--- config.mk ---
export PLATFORM = sky130hd
export DESIGN_NAME = clk_synth_top
export DESIGN_NICKNAME = d
export VERILOG_FILES = /design/src/design/clk_synth_pkg.sv /design/src/design/synth_reg_bank.sv /design/src/design/startup_ctrl.sv /design/src/design/program_sequencer.sv /design/src/design/serial_shifter.sv /design/src/design/clk_synth_top.sv
export VERILOG_INCLUDE_DIRS = /design/src /design/src/design
export SDC_FILE = /design/constraint.sdc
export NUM_CORES = 1
export LEC_CHECK = 0
export BUFFER_PORTS_ARGS = -buffer_cell sky130_fd_sc_hd__buf_4
export CAP_MARGIN = 20
export CORE_MARGIN = 4
export CORE_UTILIZATION = 34
export DETAILED_ROUTE_END_ITERATION = 8
export GPL_TIMING_DRIVEN = 0
export PLACE_DENSITY = 0.47
export RECOVER_POWER = 25
export SLEW_MARGIN = 20
export SYNTH_ARGS = -nofsm -noshare
export SYNTH_HDL_FRONTEND = slang
export SYNTH_SLANG_ARGS = --single-unit
--- constraint.sdc ---
create_clock -name slow_clk -period 4.4 [get_ports slow_clk]
set_input_delay 0.22 -clock slow_clk [delete_from_list [all_inputs] [get_ports slow_clk]]
set_output_delay 0.22 -clock slow_clk [all_outputs]
set_load 0.02 [all_outputs]
--- src/design/clk_synth_params.svh ---
`ifndef CLK_SYNTH_PARAMS_SVH
`define CLK_SYNTH_PARAMS_SVH

// bank geometry
`define CS_NUM_REGS         8
`define CS_WORD_W           32
`define CS_ADDR_W           4
`define CS_IDX_W            3           // log2 of CS_NUM_REGS
`define CS_CTRL_ADDR        `CS_NUM_REGS // control word sits just past the bank

// power-up words, low nibble is the chip register number
`define CS_DEF_REG0         32'h0002_0000  // soft reset word
`define CS_DEF_REG1         32'h0014_0001
`define CS_DEF_REG2         32'h0014_0302
`define CS_DEF_REG3         32'h8000_0143
`define CS_DEF_REG4         32'h1400_0284
`define CS_DEF_REG5         32'h0040_1005
`define CS_DEF_REG6         32'h1170_0346
`define CS_DEF_REG7         32'h0006_0007

// timing, all in slow_clk cycles
`define CS_STARTUP_WAIT     64
`define CS_DEFAULT_HOLD     4
`define CS_SYNC_LOW_CYCLES  16

`endif

--- src/design/clk_synth_pkg.sv ---
`include "clk_synth_params.svh"

package clk_synth_pkg;

    // one host write, addr + data
    typedef struct packed {
        logic [`CS_ADDR_W-1:0] addr;
        logic [`CS_WORD_W-1:0] data;
    } host_wr_t;

    // word handed to the shifter, idx travels along for tracing
    typedef struct packed {
        logic [`CS_IDX_W-1:0]  idx;
        logic [`CS_WORD_W-1:0] word;
    } synth_word_t;

    //*********************************************************************
    // state encodings
    //*********************************************************************
    typedef enum logic [1:0] {ST_WAIT, ST_LOAD, ST_KICK, ST_DONE} startup_state_e;

    typedef enum logic [2:0] {
        SQ_IDLE, SQ_SEND, SQ_WAIT_ACK, SQ_WAIT_DROP, SQ_NEXT, SQ_SYNC_LOW
    } seq_state_e;

    typedef enum logic [1:0] {SH_IDLE, SH_SHIFT, SH_ACK} shift_state_e;

endpackage

--- src/design/synth_reg_bank.sv ---
`timescale 1ns/1ps
`include "clk_synth_params.svh"

module synth_reg_bank
    import clk_synth_pkg::*;
(
    input  logic                  slow_clk,
    input  logic                  resetS,
    input  logic                  load_defaults, // level from startup_ctrl
    input  host_wr_t              wr,
    input  logic                  wr_req,
    input  logic [`CS_IDX_W-1:0]  rd_idx,
    output logic                  wr_ack,
    output logic [`CS_WORD_W-1:0] rd_word,
    output logic                  host_go        // start bit rising edge
);

    // defaults, index order
    localparam logic [`CS_WORD_W-1:0] DEF_WORDS [`CS_NUM_REGS] = '{
        `CS_DEF_REG0, `CS_DEF_REG1, `CS_DEF_REG2, `CS_DEF_REG3,
        `CS_DEF_REG4, `CS_DEF_REG5, `CS_DEF_REG6, `CS_DEF_REG7
    };

    logic [`CS_WORD_W-1:0] cfg [`CS_NUM_REGS]; // config words
    logic [`CS_WORD_W-1:0] ctrl_word;          // bit 0 = start
    logic                  start_q;            // last start bit
    logic                  wr_take;            // first cycle of a request
    logic                  hit_cfg;
    logic                  hit_ctrl;

    //*********************************************************************
    // host write handshake and address decode
    //*********************************************************************
    assign wr_take  = wr_req && !wr_ack;
    assign hit_cfg  = (wr.addr < `CS_NUM_REGS);
    assign hit_ctrl = (wr.addr == `CS_CTRL_ADDR); // higher addresses just get acked

    always_ff @(posedge slow_clk)
    begin
        if (resetS)
        begin
            wr_ack <= 1'b0;
        end
        else
        begin
            wr_ack <= wr_req; // rises a cycle after req, falls a cycle after it drops
        end
    end

    // storage, defaults win over any write in flight
    always_ff @(posedge slow_clk)
    begin
        if (resetS || load_defaults)
        begin
            for (int i = 0; i < `CS_NUM_REGS; i++)
            begin
                cfg[i] <= DEF_WORDS[i];
            end
            ctrl_word <= '0;
        end
        else if (wr_take)
        begin
            if (hit_cfg)
                cfg[wr.addr[`CS_IDX_W-1:0]] <= wr.data;
            else if (hit_ctrl)
                ctrl_word <= wr.data;
        end
    end

    //*********************************************************************
    // start bit edge detect
    //*********************************************************************
    always_ff @(posedge slow_clk)
    begin
        if (resetS)
            start_q <= 1'b0;
        else
            start_q <= ctrl_word[0];
    end

    assign host_go = ctrl_word[0] && !start_q; // 0 -> 1 only, rewriting 1 does nothing

    assign rd_word = cfg[rd_idx]; // combinational read for the sequencer

endmodule

--- src/design/startup_ctrl.sv ---
`timescale 1ns/1ps
`include "clk_synth_params.svh"

module startup_ctrl
    import clk_synth_pkg::*;
(
    input  logic slow_clk,
    input  logic resetS,
    output logic load_defaults, // held for CS_DEFAULT_HOLD cycles
    output logic boot_go        // single pulse, kicks the first run
);

    startup_state_e state;
    logic [15:0]    cnt; // shared by wait and hold

    //*********************************************************************
    // power-up sequence, runs once per reset
    //*********************************************************************
    always_ff @(posedge slow_clk)
    begin
        if (resetS)
        begin
            state <= ST_WAIT;
            cnt   <= '0;
        end
        else
        begin
            case (state)
                ST_WAIT:
                begin
                    cnt <= cnt + 16'd1;
                    if (cnt == 16'(`CS_STARTUP_WAIT - 1)) // chip power settles
                    begin
                        cnt   <= '0;
                        state <= ST_LOAD;
                    end
                end
                ST_LOAD:
                begin
                    cnt <= cnt + 16'd1;
                    if (cnt == 16'(`CS_DEFAULT_HOLD - 1))
                        state <= ST_KICK;
                end
                ST_KICK: state <= ST_DONE; // one cycle only
                default: state <= ST_DONE; // parked until next reset
            endcase
        end
    end

    assign load_defaults = (state == ST_LOAD);
    assign boot_go       = (state == ST_KICK); // first cycle after the load drops

endmodule

--- src/design/program_sequencer.sv ---
`timescale 1ns/1ps
`include "clk_synth_params.svh"

module program_sequencer
    import clk_synth_pkg::*;
(
    input  logic                  slow_clk,
    input  logic                  resetS,
    input  logic                  host_go,
    input  logic                  boot_go,
    input  logic [`CS_WORD_W-1:0] rd_word,
    input  logic                  shift_ack,
    output logic [`CS_IDX_W-1:0]  rd_idx,
    output synth_word_t           word_out,
    output logic                  shift_req,
    output logic                  sync
);

    seq_state_e           state;
    logic [`CS_IDX_W-1:0] idx;      // word being sent
    logic [7:0]           sync_cnt; // sync low length
    logic                 last_word;

    assign rd_idx    = idx;
    assign last_word = (idx == `CS_IDX_W'(`CS_NUM_REGS - 1));

    //*********************************************************************
    // run control, one word per req/ack round
    //*********************************************************************
    always_ff @(posedge slow_clk)
    begin
        if (resetS)
        begin
            state     <= SQ_IDLE;
            idx       <= '0;
            shift_req <= 1'b0;
            sync      <= 1'b1;
            sync_cnt  <= '0;
        end
        else
        begin
            case (state)
                SQ_IDLE:
                begin
                    if (host_go || boot_go) // go strobes only seen here
                    begin
                        idx   <= '0;
                        state <= SQ_SEND;
                    end
                end
                SQ_SEND:
                begin
                    shift_req <= 1'b1; // word_out latched below on this edge
                    state     <= SQ_WAIT_ACK;
                end
                SQ_WAIT_ACK:
                begin
                    if (shift_ack)
                    begin
                        shift_req <= 1'b0;
                        state     <= SQ_WAIT_DROP;
                    end
                end
                SQ_WAIT_DROP:
                begin
                    if (!shift_ack)
                    begin
                        if (last_word)
                        begin
                            sync     <= 1'b0; // chip resyncs its outputs
                            sync_cnt <= '0;
                            state    <= SQ_SYNC_LOW;
                        end
                        else
                            state <= SQ_NEXT;
                    end
                end
                SQ_NEXT:
                begin
                    idx   <= idx + `CS_IDX_W'(1);
                    state <= SQ_SEND;
                end
                SQ_SYNC_LOW:
                begin
                    sync_cnt <= sync_cnt + 8'd1;
                    if (sync_cnt == 8'(`CS_SYNC_LOW_CYCLES - 1))
                    begin
                        sync  <= 1'b1;
                        state <= SQ_IDLE;
                    end
                end
                default: state <= SQ_IDLE;
            endcase
        end
    end

    // payload, grabbed when the request goes out
    always_ff @(posedge slow_clk)
    begin
        if (state == SQ_SEND)
            word_out <= '{idx: idx, word: rd_word};
    end

endmodule

--- src/design/serial_shifter.sv ---
`timescale 1ns/1ps
`include "clk_synth_params.svh"

module serial_shifter
    import clk_synth_pkg::*;
(
    input  logic        slow_clk,
    input  logic        resetS,
    input  synth_word_t word_in,
    input  logic        shift_req,
    output logic        shift_ack,
    output logic        ddat,
    output logic        dlen   // low while a word is on the wire
);

    shift_state_e          state;
    logic [`CS_WORD_W-1:0] sreg;    // msb goes out first
    logic [4:0]            bit_cnt; // bits already shifted

    assign ddat = sreg[`CS_WORD_W-1];

    //*********************************************************************
    // word framing, 32 bits under dlen low
    //*********************************************************************
    always_ff @(posedge slow_clk)
    begin
        if (resetS)
        begin
            state     <= SH_IDLE;
            sreg      <= '0;       // keeps ddat low after reset
            bit_cnt   <= '0;
            dlen      <= 1'b1;
            shift_ack <= 1'b0;
        end
        else
        begin
            case (state)
                SH_IDLE:
                begin
                    if (shift_req)
                    begin
                        sreg    <= word_in.word; // bit 31 on the wire now
                        bit_cnt <= '0;
                        dlen    <= 1'b0;
                        state   <= SH_SHIFT;
                    end
                end
                SH_SHIFT:
                begin
                    sreg    <= {sreg[`CS_WORD_W-2:0], 1'b0};
                    bit_cnt <= bit_cnt + 5'd1;
                    if (bit_cnt == 5'd31)
                    begin
                        dlen      <= 1'b1; // chip latches the word
                        shift_ack <= 1'b1;
                        state     <= SH_ACK;
                    end
                end
                SH_ACK:
                begin
                    if (!shift_req) // close the four-phase round
                    begin
                        shift_ack <= 1'b0;
                        state     <= SH_IDLE;
                    end
                end
                default: state <= SH_IDLE;
            endcase
        end
    end

endmodule

--- src/design/clk_synth_top.sv ---
`timescale 1ns/1ps
`include "clk_synth_params.svh"

module clk_synth_top (
    input  logic                    slow_clk,
    input  logic                    resetS,
    input  clk_synth_pkg::host_wr_t wr,
    input  logic                    wr_req,
    output logic                    wr_ack,
    output logic                    dclk,
    output logic                    ddat,
    output logic                    dlen,
    output logic                    sync
);

    logic                       load_defaults;
    logic                       boot_go;
    logic                       host_go;
    logic [`CS_IDX_W-1:0]       rd_idx;
    logic [`CS_WORD_W-1:0]      rd_word;
    clk_synth_pkg::synth_word_t word_out;
    logic                       shift_req;
    logic                       shift_ack;

    assign dclk = ~slow_clk; // chip samples on our falling edge

    //*********************************************************************
    // blocks
    //*********************************************************************
    synth_reg_bank bank_i (.slow_clk, .resetS, .load_defaults, .wr, .wr_req, .rd_idx,
                           .wr_ack, .rd_word, .host_go);

    startup_ctrl startup_i (.slow_clk, .resetS, .load_defaults, .boot_go);

    program_sequencer seq_i (.slow_clk, .resetS, .host_go, .boot_go, .rd_word, .shift_ack,
                             .rd_idx, .word_out, .shift_req, .sync);

    serial_shifter shifter_i (.slow_clk, .resetS, .word_in(word_out), .shift_req,
                              .shift_ack, .ddat, .dlen);

endmodule

==> results of run 1 <==
[cell type report]
class                   instances  area [µm²]  share of cell area (%)
repair buffers                 80       733.2                   3.912
clock inverters                20       125.1                  0.6676
diodes                          1       2.502                 0.01335
multi-input cells             694        5463                   29.15
inverters                       4       15.01                 0.08011
plain buffers                  71       281.5                   1.502
well taps                     607       759.5                   4.052
flip-flops and latches        366       10210                   54.48
clock buffers                  54        1152                   6.149
[state kept, by name (all words and copies together) (netlist names)]
register and cells:
shifter_i.sreg 32, bank_i.ctrl_word 1, startup_i.state 2, seq_i.sync 1
shifter_i.dlen 1, shifter_i.shift_ack 1, shifter_i.bit_cnt 5, seq_i.state 3
seq_i.word_out 32, bank_i.wr_ack 1, seq_i.shift_req 1, bank_i.start_q 1
seq_i.rd_idx 3, shifter_i.state 2, bank_i.cfg 256, startup_i.cnt 16
seq_i.sync_cnt 8
[where the power goes]
part	total [mW]	internal, mW	switching (mW)
logic	0.613	0.226	0.387
registers	4.02	3.94	0.0846
clock network	3.33	1.90	1.43
[routing by layer]
| layer | part of all wire (%) | vias up | track usage, % |
|---|---|---|---|
| met3 | 4.2 | 59 | 2.441 |
| li1 | - | 4425 | - |
| met5 | 0 | - | 0 |
| met4 | 1.9 | 0 | 4.249 |
| met2 | 48 | 183 | 27.79 |
| met1 | 46 | 4686 | 23.17 |
[path summary, 6_finish.rpt]
check	start	to	slack, ns	cells past startpoint
worst max-delay path	startup_i.state[1]	bank_i.cfg[6][4]	0.82	6
worst max register to register	startup_i.state[1]	bank_i.cfg[6][4]	0.82	6
worst min-delay path	wr[34]	bank_i.cfg[2][8]	0.06	3
worst min register to register	seq_i.sync	seq_i.sync	0.45	2
[worst max-delay path: cells and delay by family, from the launching register on]
family | cells | cell delay [ns]
and+or+nand+nor | 4 | 2.08
buffers and inverters | 2 | 0.81
DFF | 1 | 0.30
[cell usage in the layout (no fill, tap or decap), types with 15 or more instances in the layout]
cell / instances
and2_1: 209
mux4_2: 64
edfxtp_1: 288
nand2_1: 76
dfxtp_1: 78
a311oi_1: 31
nor2_1: 80
mux2_2: 33
dlygate4sd3_1: 33
clkbuf_16: 44
buf_4: 38
nand2b_1: 35
clkbuf_1: 71
xnor2_1: 15
[cells by family after synthesis]
logic type | Yosys count | share of synthesized area [%]
and+or+nand+nor | 494 | 17.47
AOI/OAI and AO/OA | 74 | 3.416
adders and majority gates | 6 | 0.4712
xor gates and xnor gates | 20 | 1.099
buffers and inverters | 76 | 1.893
muxes | 100 | 11.57
DFF | 366 | 64.08
[what timing repair did]
action,4_1_cts,5_1_grt
endpoints found under the hold margin,249,0
hold buffers,33,0
resized for setup,0,0
==> impl_metrics.yaml, run 1 <==
run_status:
  outcome: "completed"
sta:
  period_needed_ns: 3.582
  slew_headroom_pct: 1.848
  rsz0062_at_grt: "false"
  tightest_slew_ns: 1.472
  fmax_ghz: 0.2791
  drv_slew: 0
  finalSetupViolCount: 0
  post-route-period-util_pct: 81.42
  tns_ns: 0
  worst_slack_ns: 0.8175
  hold_viol: 0
  skew_ns: 0.02460
  hold_slack_ns: 0.05833
drt:
  ant_nets: 0
  via_per_inst: 4.930
  wl_per_cell_um: 21.93
  dr.pass1.iters: 5
  dr_total_vias: 9353
  drt_iter0_markers: 717
  drc: 0
  wl_um: 41600
clocking:
  insertion_delay_ns: 0.57
  root_buffer: "clkbuf_16"
  post_cts_buffers: 0
  htree_levels: 2
  clock_path_buffers: 3
  cts_tree: "built"
  cts_buffers: 43
  clk_pin_slew_worst_paths_ns: 0.06
placement:
  place.gp.congestion: 0.7384
  pre_cts_ws_ns: 0.9260
  dp_cells: 1791
  port_buffers: 43
  placed_area_mm2: 0.01721
  hpwl_um: 25440
cells_and_area:
  fin_area_mm2: 0.01874
  fillers: 4387
  fin_cells: 1897
  drive_above_1_share_pct: 16.91
  final_nets: 1307
  final_core_utilization_pct: 40.34
  syn_to_final_growth_pct: 17.63
power:
  power_mw: 7.963
  power_density_mw_per_mm2: 424.9
  ir_drop_v: 0.0002642
  p_leak_nw: 6.335
setup_path:
  cpPeakStageDelay_ns: 0.85
  start_kind: "register"
  slowest_stage: "nor3b_1"
  path_class: "reg2reg"
  required_ns: 4.59
  worstPathCellList: "clkbuf_1 -> nand2b_1 -> nand3_1 -> nor3b_1 -> buf_2 -> nand2b_4"
  cp-end-kind: "register"
  path_max_fanout: 32
  cp.arrival_ns: 3.77
synth:
  ys_top_cells_by_area: "edfxtp_1 (54%), dfxtp_1 (9.8%), mux4_2 (9.0%)"
  synth-seq-cells: 366
  avgSynthCellArea_um2: 14.03
  netlist_area_mm2: 0.01593
  syn-instance-count: 1136
  synth.most_common_cell: "edfxtp_1"
  seq_area_frac_synth_pct: 64.08
  synth_nets: 1181
  synth_top_flop_cell: "edfxtp_1"
  yosysWarnings: 0
  synth_edf_count: 288
  yosysTopAreaCellShare_pct: 54.28
  synthDistinctLibCells: 55
  netlist_top_cells_count: "edfxtp_1 (288), and2_1 (219), nor2_1 (79), dfxtp_1 (78), nand2_1 (75)"
  async_flop_share_pct: 0
  synth_top_cell_by_area: "edfxtp_1"
grt:
  grt-ovfl-total: 0
  grt_max_degree: 33
  grt_pass1_vias: 9722
  grt_first_pass_wirelength_um: 62910
  track_usage_pct: 16.68
  antenna_found_initial: 1
floorplan:
  num_rows: 79
  die-area_mm2: 0.05039
  die_w_um: 224.5
  start_util_pct: 34.30
  io_pins: 44
  core_area_mm2: 0.04646
  die_height_um: 224.5
flow_run:
  maxCapViolCount: 0
min_path:
  hp-class: "in2reg"
Power figures use the tool's default switching activity.
==> inputs of run 2 (changes only) <==
Clock period 4.4 ns to 3.7 ns, I/O delays scaled along.
==> impl_metrics.yaml, run 2 (synthesis results as in run 1) <==
floorplan:
  io_pins: 44
  start_util_pct: 34.30
  core_area_mm2: 0.04646
  die_w_um: 224.5
  die-area_mm2: 0.05039
  die_height_um: 224.5
  num_rows: 79
setup_path:
  required_ns: 3.89
  path_class: "reg2reg"
  start_kind: "register"
  path_max_fanout: 32
  cp-end-kind: "register"
  r2r_slack_ns: 0.28
  cp.arrival_ns: 3.61
grt:
  grt_pass1_vias: 9722
  grt_first_pass_wirelength_um: 62910
  track_usage_pct: 16.68
  antenna_found_initial: 1
  grt-ovfl-total: 0
  grt_max_degree: 33
power:
  p_leak_nw: 6.346
  p_sw_share_pct: 23.83
  power_density_mw_per_mm2: 505.0
  p_int_mw: 7.214
  p_sw_mw: 2.257
  clkPwrFrac_pct: 41.8
  pwr-share-comb_pct: 7.7
  power_frac_seq_pct: 50.5
  power_mw: 9.471
  ir_drop_v: 0.0003142
cells_and_area:
  layout_common_cells: "edfxtp_1 (288), and2_1 (209), nor2_1 (80)"
  drive_above_1_share_pct: 17.07
  layout_commonest_cell: "edfxtp_1"
  final_core_utilization_pct: 40.37
  largest_registers: "bank_i.cfg x256, seq_i.word_out x32, shifter_i.sreg x32"
  final_nets: 1307
  syn_to_final_growth_pct: 17.71
  top_register: "bank_i.cfg"
  largest_reg_flops: 256
placement:
  place.gp.congestion: 0.7384
  pre_cts_ws_ns: 0.2610
  port_buffers: 43
  hpwl_um: 25440
drt:
  dr.pass1.iters: 5
  wl_um: 41600
  ant_nets: 0
  via_per_inst: 4.944
  drt_iter0_markers: 719
  dr_total_vias: 9378
  drc: 0
  wl_per_cell_um: 21.93
clocking:
  clk_pin_slew_worst_paths_ns: 0.06
  cts_tree: "built"
  cts_resized: 0
  cts_hold_buf: 33
  htree_levels: 2
  clock_path_buffers: 3
  insertion_delay_ns: 0.57
  cts_buffers: 43
  post_cts_buffers: 0
  root_buffer: "clkbuf_16"
min_path:
  hp-class: "in2reg"
sta:
  fmax_ghz: 0.2924
  worst_slack_ns: 0.2799
  skew_ns: 0.02389
  tightest_slew_ns: 1.464
  rsz0062_at_grt: "false"
  period_needed_ns: 3.420
  hold_viol: 0
  slew_headroom_pct: 2.411
  drv_slew: 0
  post-route-period-util_pct: 92.43
  finalSetupViolCount: 0
  hold_slack_ns: 0.02440
flow_run:
  maxCapViolCount: 0
run_status:
  outcome: "completed"
run 2: power by group through the flow:
stage / registers (mW) / clock network (mW) / logic (mW)
floorplan: 4.84 / 0.0194 / 0.435
global placement: 4.88 / 0.0355 / 0.694
detailed placement: 4.87 / 0.0355 / 0.732
CTS: 4.78 / 4.06 / 0.761
global route: 4.81 / 4.20 / 0.814
finish: 4.78 / 3.96 / 0.730
run 2: worst max-delay path: stages (launching register included):
cell,delay [ns]
dfxtp_1,0.35
nor4b_4,0.41
nand2_1,0.21
nor3_1,0.79
clkbuf_1,0.56
nand2b_4,0.70
run 2: cell type report:
cell class | instances | area, µm²
diodes | 1 | 2.502
plain buffers | 71 | 282.8
clock buffers | 54 | 1152
clock inverters | 20 | 125.1
fillers | 4384 | 27700
inverters | 4 | 15.01
multi-input cells | 694 | 5474
flip-flops and latches | 366 | 10210
well taps | 607 | 759.5
repair buffers | 80 | 733.2
run 2: worst paths after layout:
path,startpoint,to,cells past startpoint
worst min-delay path,wr[34],bank_i.cfg[2][8],3
worst max register to register,bank_i.wr_ack,bank_i.cfg[1][19],5
worst min register to register,seq_i.sync,seq_i.sync,2
worst max-delay path,bank_i.wr_ack,bank_i.cfg[1][19],5
run 2: per-stage QoR:
step           area (µm²)  TNS (ns)  cells
4_1_cts             18810         0   1896
5_1_grt             18750         0   1896
6_report            18750         0   1897
3_5_place_dp        17210         0   1791
2_1_floorplan       15930    -14.99   1136
3_3_place_gp        17020   -333.18   1786
run 2: routing by layer:
layer | GRT usage [%] | routed length, µm | share of wire [%] | vias up
li1 | - | - | - | 4426
met4 | 4.249 | 790 | 1.9 | 0
met5 | 0 | 0 | 0 | -
met1 | 23.17 | 18960 | 46 | 4706
met2 | 27.79 | 20060 | 48 | 187
met3 | 2.441 | 1793 | 4.3 | 59
==> inputs of run 3 (changes only) <==
Settings changed: HOLD_SLACK_MARGIN from default to 0.03.
Clock period 3.7 ns to 3.3 ns, I/O delays scaled along.
==> impl_metrics.yaml, run 3 (synthesis results as in run 1) <==
grt:
  grt_pass1_vias: 9749
  antenna_found_initial: 1
  track_usage_pct: 16.73
  grt_max_degree: 33
  grt-ovfl-total: 0
  grt_first_pass_wirelength_um: 63080
clocking:
  cts_tree: "built"
  cts_buffers: 43
  post_cts_buffers: 0
  clock_path_buffers: 3
  root_buffer: "clkbuf_16"
  clk_pin_slew_worst_paths_ns: 0.06
  htree_levels: 2
  insertion_delay_ns: 0.57
cells_and_area:
  largest_registers: "bank_i.cfg x256, seq_i.word_out x32, shifter_i.sreg x32"
  final_core_utilization_pct: 40.48
  layout_common_cells: "edfxtp_1 (288), and2_1 (208), nor2_1 (80)"
  top_register: "bank_i.cfg"
  drive_above_1_share_pct: 17.32
  largest_reg_flops: 256
  final_nets: 1311
  syn_to_final_growth_pct: 18.05
  layout_commonest_cell: "edfxtp_1"
min_path:
  min_from: "wr[35]"
  min_path_cells: 4
  whs_endpoint: "bank_i.ctrl_word[0]"
  hp-class: "in2reg"
power:
  p_leak_nw: 6.369
  power_density_mw_per_mm2: 564.9
  ir_drop_v: 0.0003523
drt:
  ant_nets: 0
  via_per_inst: 4.927
  wl_um: 41700
  dr_total_vias: 9366
  drt_iter0_markers: 734
  wl_per_cell_um: 21.94
  drc: 0
  dr.pass1.iters: 5
setup_path:
  start_kind: "register"
  reg2regPathDepth: 5
  path_class: "reg2reg"
  cp.arrival_ns: 3.33
  required_ns: 3.49
  cpPeakStageDelay_ns: 0.71
  cp-end-kind: "register"
  r2r_start: "bank_i.wr_ack"
  path_max_fanout: 32
  worstPathCellList: "nor4b_4 -> nand2_2 -> nor3_2 -> clkbuf_1 -> nand2b_4"
  rr_endpoint: "bank_i.cfg[1][19]"
  r2r_slack_ns: 0.16
  slowest_stage: "nand2b_4"
floorplan:
  core_area_mm2: 0.04646
  num_rows: 79
  io_pins: 44
  die_height_um: 224.5
  die_w_um: 224.5
  die-area_mm2: 0.05039
  start_util_pct: 34.30
sta:
  rsz0062_at_grt: "false"
  slew_headroom_pct: 29.28
  skew_ns: 0.02422
  tightest_slew_ns: 1.057
  period_needed_ns: 3.136
  post-route-period-util_pct: 95.04
  hold_viol: 0
  finalSetupViolCount: 0
  drv_slew: 0
  hold_slack_ns: 0.08817
  fmax_ghz: 0.3188
flow_run:
  maxCapViolCount: 0
placement:
  hpwl_um: 25440
  place.gp.congestion: 0.7384
  port_buffers: 43
run_status:
  outcome: "completed"
-- run 3: cell count changes in the layout (fill, tap and decap cells not counted), sizes merged --
cell         previous run  this run
dlygate4sd3            33        37
-- run 3: repair_timing --
item	in CTS	in global routing
setup endpoints to repair	32	0
hold buffers	37	0
gates resized for setup	1	0
hold endpoints to repair	258	0
-- run 3: routing by layer --
layer | global-route usage (%) | vias to the layer above | share of wire, %
met5 | 0 | - | 0
met4 | 4.249 | 0 | 1.9
met3 | 2.441 | 57 | 4.5
met2 | 27.88 | 174 | 48
met1 | 23.22 | 4696 | 45
li1 | - | 4439 | -
-- run 3: worst max-delay path by stage --
stage                       start           endpoint  slack [ns]
global route        bank_i.wr_ack  bank_i.cfg[1][19]        0.06
CTS                 bank_i.wr_ack   bank_i.cfg[1][3]        0.13
detailed placement  bank_i.wr_ack  bank_i.cfg[5][11]       -0.13
global placement    bank_i.wr_ack  bank_i.cfg[7][11]       -3.87
floorplan           bank_i.wr_ack   bank_i.cfg[3][0]       -0.63
finish              bank_i.wr_ack  bank_i.cfg[1][19]        0.16
-- run 3: area by class of cell --
cell class | count | area (µm²)
Tap cell | 607 | 759.5
Multi-Input combinational cell | 694 | 5487
Sequential cell | 366 | 10210
Buffer | 71 | 282.8
Clock buffer | 54 | 1152
Inverter | 4 | 15.01
Antenna cell | 1 | 2.502
Clock inverter | 20 | 125.1
Fill cell | 4385 | 27650
Timing Repair Buffer | 84 | 774.5
-- run 3: worst max-delay path, delay by kind of cell (launching register included) --
kind / cells / cell delay, ns
buffers and inverters: 1 / 0.59
flip-flops: 1 / 0.35
AND/OR/NAND/NOR: 4 / 1.81
-- run 3: per-stage QoR --
stage / setup TNS [ns] / total power, mW / cells / worst slack, ns / instance area (µm²)
3_3_place_gp: -428.74 / 6.290 / 1786 / -3.873 / 17020
6_report: 0 / 10.62 / 1901 / 0.1636 / 18810
3_5_place_dp: -4.008 / 6.318 / 1791 / -0.1309 / 17210
5_1_grt: 0 / 11.01 / 1900 / 0.06209 / 18810
2_1_floorplan: -40.59 / 5.938 / 1136 / -0.6342 / 15930
4_1_cts: 0 / 10.76 / 1900 / 0.1332 / 18850
-- run 3: power breakdown --
part / total (mW) / switching [mW] / internal [mW]
sequential: 5.36 / 0.113 / 5.25
combinational: 0.823 / 0.518 / 0.305
clock: 4.44 / 1.90 / 2.54
